==> config.mk <==
export PLATFORM = sky130hd
export DESIGN_NAME = fb_commit_writer
export DESIGN_NICKNAME = d
export VERILOG_FILES = /design/src/fbw_pkg.sv /design/src/fb_commit_writer.sv /design/src/fbw_write_data.sv /design/src/fbw_burst_addr.sv /design/src/fbw_beat_counter.sv /design/src/fbw_control_fsm.sv
export SDC_FILE = /design/constraint.sdc
export NUM_CORES = 1
export LEC_CHECK = 0
export ABC_AREA = 1
export CAP_MARGIN = 25
export CORE_ASPECT_RATIO = 0.7
export CORE_MARGIN = 2
export CORE_UTILIZATION = 55
export CTS_CLUSTER_SIZE = 8
export DETAILED_ROUTE_END_ITERATION = 8
export DONT_BUFFER_PORTS = 1
export PLACE_DENSITY_LB_ADDON = 0.05
export SLEW_MARGIN = 10
export SYNTH_ARGS = -nofsm -noshare
export SYNTH_HDL_FRONTEND = slang
export SYNTH_SLANG_ARGS = --single-unit
==> constraint.sdc <==
create_clock -name aclk -period 3.4 [get_ports aclk]
set_clock_uncertainty 0.05 [all_clocks]
set_input_delay 0 -clock aclk [delete_from_list [all_inputs] [get_ports aclk]]
set_output_delay 0 -clock aclk [all_outputs]
set_load 0.005 [all_outputs]
==> src/fbw_pkg.sv <==
package fbw_pkg;

    // Memory port widths
    localparam int ADDR_WIDTH = 32;
    localparam int DATA_WIDTH = 32;
    localparam int STRB_WIDTH = DATA_WIDTH / 8;

    // Frame size is counted in 32-bit words
    localparam int FB_SIZE_WIDTH = 20;

    // A burst carries 1 to 16 beats, so the beat count needs 5 bits
    localparam int MAX_BURST_LEN = 16;
    localparam int BURST_LEN_WIDTH = 5;

    // No burst may cross this boundary
    localparam int PAGE_BYTES = 4096;

    // Helpers for the boundary arithmetic in the address planner
    localparam int WORD_SHIFT = $clog2(STRB_WIDTH);
    localparam int PAGE_OFFSET_WIDTH = $clog2(PAGE_BYTES);
    localparam int ROOM_WIDTH = PAGE_OFFSET_WIDTH - WORD_SHIFT + 1;

    typedef struct packed {
        logic [ADDR_WIDTH - 1 : 0]    base_addr;
        logic [FB_SIZE_WIDTH - 1 : 0] size;
    } commit_req_t;

    typedef struct packed {
        logic [ADDR_WIDTH - 1 : 0]      addr;
        logic [BURST_LEN_WIDTH - 1 : 0] len;
    } mem_aw_t;

    typedef struct packed {
        logic [DATA_WIDTH - 1 : 0] data;
        logic [STRB_WIDTH - 1 : 0] strb;
        logic                      last;
    } mem_w_t;

    typedef enum logic [1 : 0] {
        RESP_OKAY   = 2'b00,
        RESP_EXOKAY = 2'b01,
        RESP_SLVERR = 2'b10,
        RESP_DECERR = 2'b11
    } mem_resp_t;

    typedef enum logic [2 : 0] {
        WR_IDLE,
        WR_ADDR,
        WR_DATA,
        WR_RESP,
        WR_DONE
    } writer_state_t;

endpackage
==> src/fb_commit_writer.sv <==
`timescale 1ns/1ps

module fb_commit_writer
(
    input  logic                               aclk,
    input  logic                               reset,

    // Commit request and completion
    input  logic                               commit,
    input  fbw_pkg::commit_req_t               commit_req,
    output logic                               fb_committed,
    output logic                               commit_error,

    // Pixel stream
    input  logic                               pix_valid,
    input  logic [fbw_pkg::DATA_WIDTH - 1 : 0] pix_data,
    output logic                               pix_ready,

    // Memory write port
    output fbw_pkg::mem_aw_t                   mem_aw,
    output logic                               aw_valid,
    input  logic                               aw_ready,
    output fbw_pkg::mem_w_t                    mem_w,
    output logic                               w_valid,
    input  logic                               w_ready,
    input  logic                               b_valid,
    input  fbw_pkg::mem_resp_t                 b_resp,
    output logic                               b_ready
);
    logic                                    load;
    logic                                    aw_fire;
    logic                                    data_en;
    logic                                    beat_fire;
    logic                                    w_last_fire;
    logic                                    frame_empty;
    logic                                    burst_end;
    logic                                    size_zero;
    logic [fbw_pkg::FB_SIZE_WIDTH - 1 : 0]   words_left;
    logic [fbw_pkg::BURST_LEN_WIDTH - 1 : 0] burst_len;

    // The data phase closes on the handshake of the beat tagged last
    assign w_last_fire = w_valid && w_ready && mem_w.last;

    fbw_control_fsm u_control_fsm (
        .aclk(aclk),
        .reset(reset),
        .commit(commit),
        .size_zero(size_zero),
        .aw_ready(aw_ready),
        .w_last_fire(w_last_fire),
        .b_valid(b_valid),
        .b_resp(b_resp),
        .frame_empty(frame_empty),
        .load(load),
        .aw_valid(aw_valid),
        .aw_fire(aw_fire),
        .data_en(data_en),
        .b_ready(b_ready),
        .fb_committed(fb_committed),
        .commit_error(commit_error)
    );

    fbw_beat_counter u_beat_counter (
        .aclk(aclk),
        .reset(reset),
        .load(load),
        .aw_fire(aw_fire),
        .beat_fire(beat_fire),
        .frame_size(commit_req.size),
        .burst_len(burst_len),
        .words_left(words_left),
        .frame_empty(frame_empty),
        .burst_end(burst_end),
        .size_zero(size_zero)
    );

    fbw_burst_addr u_burst_addr (
        .aclk(aclk),
        .reset(reset),
        .load(load),
        .aw_fire(aw_fire),
        .base_addr(commit_req.base_addr),
        .words_left(words_left),
        .mem_aw(mem_aw),
        .burst_len(burst_len)
    );

    fbw_write_data u_write_data (
        .aclk(aclk),
        .reset(reset),
        .data_en(data_en),
        .burst_end(burst_end),
        .pix_valid(pix_valid),
        .pix_data(pix_data),
        .w_ready(w_ready),
        .pix_ready(pix_ready),
        .w_valid(w_valid),
        .mem_w(mem_w),
        .beat_fire(beat_fire)
    );

endmodule

==> src/fbw_write_data.sv <==
`timescale 1ns/1ps

module fbw_write_data
(
    input  logic                               aclk,
    input  logic                               reset,

    input  logic                               data_en,
    input  logic                               burst_end,

    input  logic                               pix_valid,
    input  logic [fbw_pkg::DATA_WIDTH - 1 : 0] pix_data,
    input  logic                               w_ready,

    output logic                               pix_ready,
    output logic                               w_valid,
    output fbw_pkg::mem_w_t                    mem_w,
    output logic                               beat_fire
);
    logic            full_q;
    fbw_pkg::mem_w_t slot_q;
    logic            draining;

    // The slot frees up in the same cycle its beat leaves, unless that beat
    // closes the burst; then nothing more is taken until the next data phase
    assign draining  = full_q && w_ready && !slot_q.last;
    assign pix_ready = data_en && (!full_q || draining);
    assign beat_fire = pix_valid && pix_ready;

    always_ff @(posedge aclk)
    begin
        if (reset)
        begin
            full_q <= 1'b0;
        end
        else if (beat_fire)
        begin
            full_q <= 1'b1;
        end
        else if (full_q && w_ready)
        begin
            full_q <= 1'b0;
        end
    end

    always_ff @(posedge aclk)
    begin
        if (beat_fire)
        begin
            slot_q.data <= pix_data;
            slot_q.strb <= '1;
            slot_q.last <= burst_end;
        end
    end

    assign w_valid = full_q;
    assign mem_w   = slot_q;

endmodule

==> src/fbw_burst_addr.sv <==
`timescale 1ns/1ps

module fbw_burst_addr
(
    input  logic                                    aclk,
    input  logic                                    reset,

    input  logic                                    load,
    input  logic                                    aw_fire,
    input  logic [fbw_pkg::ADDR_WIDTH - 1 : 0]      base_addr,
    input  logic [fbw_pkg::FB_SIZE_WIDTH - 1 : 0]   words_left,

    output fbw_pkg::mem_aw_t                        mem_aw,
    output logic [fbw_pkg::BURST_LEN_WIDTH - 1 : 0] burst_len
);
    logic [fbw_pkg::ADDR_WIDTH - 1 : 0]          addr_q;
    logic [fbw_pkg::PAGE_OFFSET_WIDTH : 0]       room_bytes;
    logic [fbw_pkg::ROOM_WIDTH - 1 : 0]          room_words;
    logic [fbw_pkg::BURST_LEN_WIDTH - 1 : 0]     len;

    // Bytes left up to the next page boundary, at most a full page
    assign room_bytes = (fbw_pkg::PAGE_OFFSET_WIDTH + 1)'(fbw_pkg::PAGE_BYTES)
                      - {1'b0, addr_q[fbw_pkg::PAGE_OFFSET_WIDTH - 1 : 0]};
    assign room_words = room_bytes[fbw_pkg::PAGE_OFFSET_WIDTH : fbw_pkg::WORD_SHIFT];

    // Smallest of the burst limit, the rest of the frame and the page room
    always_comb
    begin
        len = fbw_pkg::BURST_LEN_WIDTH'(fbw_pkg::MAX_BURST_LEN);
        if (words_left < fbw_pkg::FB_SIZE_WIDTH'(len))
        begin
            len = fbw_pkg::BURST_LEN_WIDTH'(words_left);
        end
        if (room_words < fbw_pkg::ROOM_WIDTH'(len))
        begin
            len = fbw_pkg::BURST_LEN_WIDTH'(room_words);
        end
    end

    always_ff @(posedge aclk)
    begin
        if (reset)
        begin
            addr_q <= '0;
        end
        else if (load)
        begin
            addr_q <= base_addr;
        end
        else if (aw_fire)
        begin
            addr_q <= addr_q + (fbw_pkg::ADDR_WIDTH'(len) << fbw_pkg::WORD_SHIFT);
        end
    end

    assign burst_len   = len;
    assign mem_aw.addr = addr_q;
    assign mem_aw.len  = len;

endmodule

==> src/fbw_beat_counter.sv <==
`timescale 1ns/1ps

module fbw_beat_counter
(
    input  logic                                    aclk,
    input  logic                                    reset,

    input  logic                                    load,
    input  logic                                    aw_fire,
    input  logic                                    beat_fire,
    input  logic [fbw_pkg::FB_SIZE_WIDTH - 1 : 0]   frame_size,
    input  logic [fbw_pkg::BURST_LEN_WIDTH - 1 : 0] burst_len,

    output logic [fbw_pkg::FB_SIZE_WIDTH - 1 : 0]   words_left,
    output logic                                    frame_empty,
    output logic                                    burst_end,
    output logic                                    size_zero
);
    logic [fbw_pkg::FB_SIZE_WIDTH - 1 : 0]   words_q;
    logic [fbw_pkg::BURST_LEN_WIDTH - 1 : 0] beats_q;

    // Words are charged to the frame when the burst address is accepted,
    // so frame_empty already holds during the last burst
    always_ff @(posedge aclk)
    begin
        if (reset)
        begin
            words_q <= '0;
        end
        else if (load)
        begin
            words_q <= frame_size;
        end
        else if (aw_fire)
        begin
            words_q <= words_q - fbw_pkg::FB_SIZE_WIDTH'(burst_len);
        end
    end

    always_ff @(posedge aclk)
    begin
        if (reset)
        begin
            beats_q <= '0;
        end
        else if (load)
        begin
            beats_q <= '0;
        end
        else if (aw_fire)
        begin
            beats_q <= burst_len;
        end
        else if (beat_fire)
        begin
            beats_q <= beats_q - 1'b1;
        end
    end

    assign words_left  = words_q;
    assign frame_empty = (words_q == '0);

    // High while the beat about to be taken is the final one of the burst
    assign burst_end = (beats_q == fbw_pkg::BURST_LEN_WIDTH'(1));

    assign size_zero = (frame_size == '0);

endmodule

==> src/fbw_control_fsm.sv <==
`timescale 1ns/1ps

module fbw_control_fsm
(
    input  logic              aclk,
    input  logic              reset,

    input  logic              commit,
    input  logic              size_zero,
    input  logic              aw_ready,
    input  logic              w_last_fire,
    input  logic              b_valid,
    input  fbw_pkg::mem_resp_t b_resp,
    input  logic              frame_empty,

    output logic              load,
    output logic              aw_valid,
    output logic              aw_fire,
    output logic              data_en,
    output logic              b_ready,
    output logic              fb_committed,
    output logic              commit_error
);
    fbw_pkg::writer_state_t state_q;
    fbw_pkg::writer_state_t state_d;
    logic                   error_q;
    logic                   b_fire;
    logic                   b_is_error;

    // Every handshake strobe is a plain decode of the current state
    assign load         = (state_q == fbw_pkg::WR_IDLE) && commit;
    assign aw_valid     = (state_q == fbw_pkg::WR_ADDR);
    assign aw_fire      = aw_valid && aw_ready;
    assign data_en      = (state_q == fbw_pkg::WR_DATA);
    assign b_ready      = (state_q == fbw_pkg::WR_RESP);
    assign b_fire       = b_ready && b_valid;
    assign fb_committed = (state_q == fbw_pkg::WR_DONE);
    assign commit_error = fb_committed && error_q;

    assign b_is_error = (b_resp == fbw_pkg::RESP_SLVERR) || (b_resp == fbw_pkg::RESP_DECERR);

    always_comb
    begin
        state_d = state_q;
        case (state_q)
            fbw_pkg::WR_IDLE:
            begin
                // An empty frame skips the memory side entirely
                if (commit)
                begin
                    state_d = size_zero ? fbw_pkg::WR_DONE : fbw_pkg::WR_ADDR;
                end
            end
            fbw_pkg::WR_ADDR:
            begin
                if (aw_ready)
                begin
                    state_d = fbw_pkg::WR_DATA;
                end
            end
            fbw_pkg::WR_DATA:
            begin
                if (w_last_fire)
                begin
                    state_d = fbw_pkg::WR_RESP;
                end
            end
            fbw_pkg::WR_RESP:
            begin
                if (b_valid)
                begin
                    state_d = frame_empty ? fbw_pkg::WR_DONE : fbw_pkg::WR_ADDR;
                end
            end
            fbw_pkg::WR_DONE:
            begin
                state_d = fbw_pkg::WR_IDLE;
            end
            default:
            begin
                state_d = fbw_pkg::WR_IDLE;
            end
        endcase
    end

    always_ff @(posedge aclk)
    begin
        if (reset)
        begin
            state_q <= fbw_pkg::WR_IDLE;
            error_q <= 1'b0;
        end
        else
        begin
            state_q <= state_d;
            // Error flag collects over all bursts of one frame
            if (load)
            begin
                error_q <= 1'b0;
            end
            else if (b_fire && b_is_error)
            begin
                error_q <= 1'b1;
            end
        end
    end

endmodule

==> results of run 1 <==
per-layer routing:
metal | track usage | up-vias | routed length, um
met5 | 0 | - | 0
met4 | 0.133 | 0 | 1340
met3 | 0.0778 | 134 | 2980
met2 | 0.591 | 595 | 11200
met1 | 0.498 | 3392 | 9330
li1 | - | 3290 | -
sequential cells by signal, indices dropped and copies added (netlist names):
signal / flops
u_control_fsm.error_q: 1
u_control_fsm.state_q: 3
u_write_data.w_valid: 1
u_beat_counter.words_left: 20
u_beat_counter.beats_q: 5
u_write_data.mem_w: 33
u_burst_addr.addr_q: 32
path summary, 6_finish.rpt:
kind / endpoint / from / cells after the start
max: u_burst_addr.addr_q[11] / u_burst_addr.addr_q[0] / 25
min: u_beat_counter.words_left[8] / commit_req[8] / 3
max reg2reg: u_burst_addr.addr_q[11] / u_burst_addr.addr_q[0] / 25
min reg2reg: u_control_fsm.error_q / u_control_fsm.error_q / 2
what timing repair did:
action                                  4_1_cts  5_1_grt
hold buffers                                 97        0
resized for setup                            33      136
buffers inserted                             23       21
endpoints found under the setup margin       35       45
endpoints found under the hold margin        92        0
pin swaps                                    16       69
cloned                                        1        1
power breakdown:
group | switching (W) | internal (W) | leakage [nW]
registers | 0.000257 | 0.00143 | 0.812
clock network | 0.000529 | 0.000529 | 0.151
logic | 0.00247 | 0.00163 | 2.76
layout make-up:
type,instances,area share
diodes,1,0.000284
clock buffers,9,0.0256
clock inverters,7,0.00953
inverters,149,0.0643
multi-input cells,616,0.420
flip-flops and latches,95,0.255
well taps,132,0.0188
repair buffers,202,0.206
repair inverters,1,0.000569
cell families after synthesis:
logic type / count (synthesis)
adders and majority gates: 11
xor gates and xnor gates: 10
other: 1
DFF: 95
buffers and inverters: 174
AOI/OAI and AO/OA: 133
and+or+nand+nor: 457
metrics by stage:
| stage | cells | TNS, ns | power [W] | area, um2 | util |
|---|---|---|---|---|---|
| floorplan | 884 | 0 | 0.00346 | 6000 | - |
| global placement | 1054 | 0 | 0.00433 | 6530 | 0.623 |
| detailed placement | 1054 | -1.91 | 0.00440 | 6530 | 0.623 |
| CTS | 1191 | 0 | 0.00584 | 8110 | 0.775 |
| global route | 1211 | -8.73 | 0.00722 | 8800 | 0.840 |
| finish | 1212 | -2.29 | 0.00685 | 8800 | 0.840 |
layout by cell type, fill, tap and decap left out, types with 6 or more instances in the layout:
master	n
sky130_fd_sc_hd__a21oi_1	37
sky130_fd_sc_hd__a21oi_2	9
sky130_fd_sc_hd__a31oi_1	16
sky130_fd_sc_hd__buf_4	95
sky130_fd_sc_hd__buf_6	9
sky130_fd_sc_hd__clkbuf_16	9
sky130_fd_sc_hd__dfxtp_1	56
sky130_fd_sc_hd__dfxtp_2	6
sky130_fd_sc_hd__dlygate4sd3_1	96
sky130_fd_sc_hd__edfxtp_1	33
sky130_fd_sc_hd__ha_4	7
sky130_fd_sc_hd__inv_1	127
sky130_fd_sc_hd__inv_2	19
sky130_fd_sc_hd__nand2_1	196
sky130_fd_sc_hd__nand2_2	23
sky130_fd_sc_hd__nand2_4	16
sky130_fd_sc_hd__nand3_1	62
sky130_fd_sc_hd__nand3_2	18
sky130_fd_sc_hd__nand3_4	9
sky130_fd_sc_hd__nand4_1	20
sky130_fd_sc_hd__nor2_1	44
sky130_fd_sc_hd__nor2_2	16
sky130_fd_sc_hd__nor2_4	12
sky130_fd_sc_hd__nor3_1	17
sky130_fd_sc_hd__nor4_1	13
sky130_fd_sc_hd__o21ai_0	36
sky130_fd_sc_hd__o21ai_1	6
sky130_fd_sc_hd__o22ai_1	9
sky130_fd_sc_hd__xor2_1	8
worst register-to-register path: cells and delay by family, from the launching register on:
| kind | cells | cell delay, ns |
|---|---|---|
| flip-flops | 1 | 0.32 |
| buffers and inverters | 8 | 0.85 |
| AND/OR/NAND/NOR | 12 | 1.22 |
| AO/OA/AOI/OAI | 3 | 0.67 |
| adder cells (fa/ha/maj) | 2 | 0.43 |
==> out/qor.txt, run 1 <==
Status: complete, but fails checks
Violated checks: negative setup slack
Nets@finish: 1178
CTS Buf Count: 9
Tightest Pin Transition: 0.806 ns
Final max-slew violation count: 0
Unrepaired setup endpoints after global routing: true
Biggest area consumer among synthesized cells: sky130_fd_sc_hd__dfxtp_1
Mapped Cells: 881
Most common cell in the netlist: sky130_fd_sc_hd__nand2_1
Fraction of the cycle the final worst path needs: 1.07
Final wirelength: 24800 um
Adder-cell area share of the yosys netlist: 0.0230
Syn avg cell area: 6.79 um2
Slack of the worst reg-to-reg path: -0.22 ns
Vias in the first global route: 6712
Remaining global-route overflow: 0
Residual DRC: 0
Worst-Skew Late Latency: 0.36 ns
Final routed wire length divided by cell count: 20.5 um
Overall Global Routing Usage: 0.371
Achievable Freq: 276 MHz
Sequential cell area in the final layout: 2240 um2
Top cells by instance count after synthesis: 217 x sky130_fd_sc_hd__nand2_1, 148 x sky130_fd_sc_hd__inv_1, 84 x sky130_fd_sc_hd__nand3_1
Pin count of the biggest net entering global routing: 50
Total of endpoints with negative setup slack in the final report: 32
Die outline height: 91.3 um
YS warnings: 0
Min-delay worst type: in2reg
Cells taking the most area after synthesis: sky130_fd_sc_hd__dfxtp_1 21%, sky130_fd_sc_hd__edfxtp_1 17%, sky130_fd_sc_hd__nand2_1 14%
Fraction of registers with async set or reset after synthesis: 0
Max-Slew Margin vs Limit: 0.458
Number of distinct library cells after synthesis: 43
Post-synthesis simple-gate area fraction: 0.348
Delay of the slowest critical-path stage: 0.32 ns
Maximum fanout count along the critical path: 7
Die area: 11700 um2
Level count of the clock H-tree: 3
Power per standard cell area: 779 nW/um2
Worst setup timing slack at the placement stage: -0.156 ns
Core region area: 10500 um2
Total of buffers placed on input and output ports: 0
Syn Std Cell Area: 5980 um2
Root Driver: sky130_fd_sc_hd__clkbuf_16
Global-route wire length before repair: 34200 um
Post-layout worst setup margin: -0.223 ns
Footprint of the multi-input gates: 3700 um2
Worst hold slack: 0.0381 ns
LEAKAGE: 3.72 nW
Share of cells above drive strength 1: 0.258
Fraction of the yosys area taken by sequential cells: 0.373
VDD IR-drop max: 0.508 mV
Routed via count divided by cell count: 6.11
Width of the die: 129 um
Count of state elements after synthesis: 95
Area fraction of the dominant cell type after synthesis: 0.207
Number of design-rule violations left by the first detailed-router iteration: 748
Multiplexer share of the synthesized area: 0
DR vias: 7411
Final antenna-violating net count: 0
Clock period minus worst slack: 3.62 ns
Number of enable-type register cells in the synthesized netlist: 33
Critical Path Start Type: register
Hold Vio Cnt, Final: 0
Maxcap violations: 0
Clock tree from TritonCTS: built
Number of buffers and inverters on the critical path: 8
Clock Path Buffers: 2
Clk sinks: 95
Antenna violations before repair: 0
IO Pins: 173
Synth-to-layout area growth: 47.1%
Most common flop cell mapped by yosys: sky130_fd_sc_hd__dfxtp_1
Combinational family with the most area after synthesis: simple AND/OR/NAND/NOR gates
Data arrival time of the worst path: 3.85 ns
Type of destination of the critical path: register
Pre-Repair DR Iteration Count: 5
Number of filler instances in the final layout: 619
Critical path start-end classification: reg2reg
XOR/XNOR share of the synthesized area: 0.0146
Worst EP required: 3.62 ns
Site row count: 31
HPWL reported at the end of detailed placement: 14300 um
Post-synthesis compound-gate area fraction: 0.127
Weighted congestion reported at the end of routability-driven placement: 0.949
Crit path max-delay cell type: sky130_fd_sc_hd__dfxtp_2
Clock transition at the registers of the reported paths: 0.08 ns
Starting Density: 0.571
Family with the most delay on the worst path: simple AND/OR/NAND/NOR gates
No activity file was read; power rests on OpenSTA's default activity.
==> inputs of run 2 (changes only) <==
CORE_MARGIN = unset   (was 2)
==> out/qor.txt, run 2 (synthesis gave the netlist of run 1 again) <==
Reg-to-Reg Start: u_beat_counter.words_left[4]
Violated checks: negative hold slack, negative setup slack
Clock tree from TritonCTS: built
Width of the die: 127 um (-1.6%)
Global-route wire length before repair: 32100 um (-6.1%)
Post-layout worst setup margin: -0.250 ns (-0.0269 ns)
Clock Path Buffers: 2 (unchanged)
Weighted congestion reported at the end of routability-driven placement: 0.935 (-1.4%)
Min-delay worst type: in2reg
Antenna violations before repair: 0 (unchanged)
Layout Utilization: 0.837 (-0.00322)
Clk sinks: 95 (unchanged)
Core region area: 10500 um2 (unchanged)
Maxcap violations: 0 (unchanged)
Worst hold slack: -0.359 ns (-0.397 ns)
Die outline height: 89.3 um (-2.2%)
Switching Fraction: 0.465 (-0.0113)
HPWL reported at the end of detailed placement: 13800 um (-3.4%)
Sequential cell area in the final layout: 2250 um2 (+0.67%)
Level count of the clock H-tree: 3 (unchanged)
Clock period minus worst slack: 3.65 ns (+0.0269 ns)
Largest register FFs: 33 (unchanged)
CTS Buf Count: 9 (unchanged)
Max-Slew Margin vs Limit: 0.354 (-0.104)
Final antenna-violating net count: 0 (unchanged)
Clock network fraction of design power: 0.143 (-0.011)
Final max-slew violation count: 0 (unchanged)
Unrepaired setup endpoints after global routing: true
Total power: 0.00728 W (+6.2%)
VDD IR-drop max: 0.603 mV (+19%)
Total of endpoints with negative setup slack in the final report: 36 (+13%)
Worst EP required: 3.64 ns (+0.02 ns)
Critical Path Start Type: register
Type of destination of the critical path: register
Fraction of the cycle the final worst path needs: 1.07 (+0.00791)
Overall Global Routing Usage: 0.372 (+0.00114)
Routed via count divided by cell count: 6.16 (+0.71%)
Site row count: 31 (unchanged)
Starting Density: 0.571 (unchanged)
Count of inserted antenna diode cells: 0 (-1)
Number of design-rule violations left by the first detailed-router iteration: 769 (+2.8%)
Remaining global-route overflow: 0 (unchanged)
Vias in the first global route: 6248 (-6.9%)
Pre-Repair DR Iteration Count: 7 (+2)
IO Pins: 173 (unchanged)
Maximum fanout count along the critical path: 7 (unchanged)
Share of cells above drive strength 1: 0.306 (+0.0488)
Critical path start-end classification: reg2reg
Hold_buf cts: 55 (-43%)
Data arrival time of the worst path: 3.89 ns (+0.04 ns)
Footprint of the multi-input gates: 3790 um2 (+2.5%)
Hold path startpoint: reset
Clock transition at the registers of the reported paths: 0.08 ns (about the same)
Synth-to-layout area growth: 46.5%
Highest-count cells in the layout ignoring fill and taps: 191 x sky130_fd_sc_hd__nand2_1, 139 x sky130_fd_sc_hd__buf_4, 132 x sky130_fd_sc_hd__inv_1
Most common library cell in the layout ignoring fill and taps: sky130_fd_sc_hd__nand2_1
Hold Vio Cnt, Final: 43 (+43)
Final wirelength: 24300 um (-2.2%)
Power per standard cell area: 830 nW/um2 (+6.6%)
Final routed wire length divided by cell count: 20.1 um (-2.0%)
Tightest Pin Transition: 0.968 ns (+0.162 ns)
Pin count of the biggest net entering global routing: 50 (unchanged)
Nets@finish: 1176 (-0.17%)
Die area: 11300 um2 (-3.7%)
LEAKAGE: 3.79 nW (+1.9%)
Part of the total power dissipated in combinational logic: 0.624 (+0.025)
P_sw: 0.00338 W (+3.7%)
Worst-Skew Late Latency: 0.36 ns (about the same)
DR vias: 7445 (+0.46%)
Achievable Freq: 274 MHz (-0.74%)
Flop pwr share: 0.234 (-0.013)
Number of filler instances in the final layout: 633 (+2.3%)
Root Driver: sky130_fd_sc_hd__clkbuf_16
Total of buffers placed on input and output ports: 0 (unchanged)
Internal: 0.00390 W (+8.5%)
Startpoint of the worst setup timing path: u_beat_counter.words_left[4]
Residual DRC: 0 (unchanged)
Status: complete, but fails checks
run 2: path summary, 6_finish.rpt:
| path | cells past startpoint | slack, ns | endpoint |
|---|---|---|---|
| worst max-delay path | 27 | -0.25 | u_beat_counter.words_left[17] |
| worst min-delay path | 1 | -0.36 | u_beat_counter.words_left[11] |
| worst max register to register | 27 | -0.25 | u_beat_counter.words_left[17] |
| worst min register to register | 2 | 0.44 | u_control_fsm.error_q |
run 2: routing by layer:
metal / vias up / share of wire / track usage
li1: 3285 / - / -
met1: 3400 / 0.38 / 0.483
met2: 595 / 0.44 / 0.609
met3: 165 / 0.12 / 0.0904
met4: 0 / 0.058 / 0.146
met5: - / 0 / 0
run 2: what timing repair did:
| action | CTS | global route |
|---|---|---|
| setup buffers | 59 | 24 |
| endpoints found under the hold margin | 92 | 43 |
| gates cloned | 1 | 0 |
| endpoints found under the setup margin | 34 | 46 |
| gates resized for setup | 55 | 134 |
| pin swaps | 28 | 71 |
run 2: critical path: stages, from the launching register on:
cell,delay (ns)
sky130_fd_sc_hd__dfxtp_1,0.33
sky130_fd_sc_hd__nor2_2,0.18
sky130_fd_sc_hd__nand2_2,0.10
sky130_fd_sc_hd__nor2_4,0.14
sky130_fd_sc_hd__nand2_4,0.12
sky130_fd_sc_hd__nor2_4,0.13
sky130_fd_sc_hd__inv_2,0.07
sky130_fd_sc_hd__ha_4,0.27
sky130_fd_sc_hd__nand2_1,0.05
sky130_fd_sc_hd__o21bai_2,0.19
sky130_fd_sc_hd__nand2_2,0.09
sky130_fd_sc_hd__nand2_4,0.09
sky130_fd_sc_hd__nand2_8,0.11
sky130_fd_sc_hd__buf_6,0.14
sky130_fd_sc_hd__nand2_4,0.07
sky130_fd_sc_hd__nand3_4,0.11
sky130_fd_sc_hd__nand2_2,0.06
sky130_fd_sc_hd__buf_4,0.14
sky130_fd_sc_hd__buf_4,0.13
sky130_fd_sc_hd__buf_4,0.13
sky130_fd_sc_hd__buf_4,0.13
sky130_fd_sc_hd__nor2_2,0.07
sky130_fd_sc_hd__nand4_1,0.18
sky130_fd_sc_hd__nand3_1,0.15
sky130_fd_sc_hd__nand2_1,0.06
sky130_fd_sc_hd__nand2_1,0.08
sky130_fd_sc_hd__a21oi_2,0.05
sky130_fd_sc_hd__nor2_1,0.14
run 2: through the flow:
step	area [um2]	TNS, ns	hold WS [ns]	std cells	setup WS, ns
after floorplan	6000	0	0.0489	884	0.0490
after global placement	6560	0	0.0242	1057	0.0408
after detailed placement	6560	-1.52	0.0246	1057	-0.128
after CTS	8070	0	-0.364	1188	0.00222
after global routing	8760	-10.63	-0.362	1209	-0.402
final	8760	-3.96	-0.359	1209	-0.250
run 2: final cells by class:
class                   instances  share of cell area
multi-input cells             616               0.432
inverters                     149              0.0644
well taps                     132              0.0188
clock buffers                   9              0.0257
clock inverters                 7             0.00828
repair buffers                201               0.193
flip-flops and latches         95               0.257
run 2: power groups by stage:
stage / logic, W / clock network [W] / registers, W
after detailed placement: 0.00275 / 0 / 0.00167
after global routing: 0.00479 / 0.00107 / 0.00173
after global placement: 0.00269 / 0 / 0.00166
after CTS: 0.00355 / 0.00103 / 0.00166
final: 0.00454 / 0.00104 / 0.00170
after floorplan: 0.00183 / 0 / 0.00164
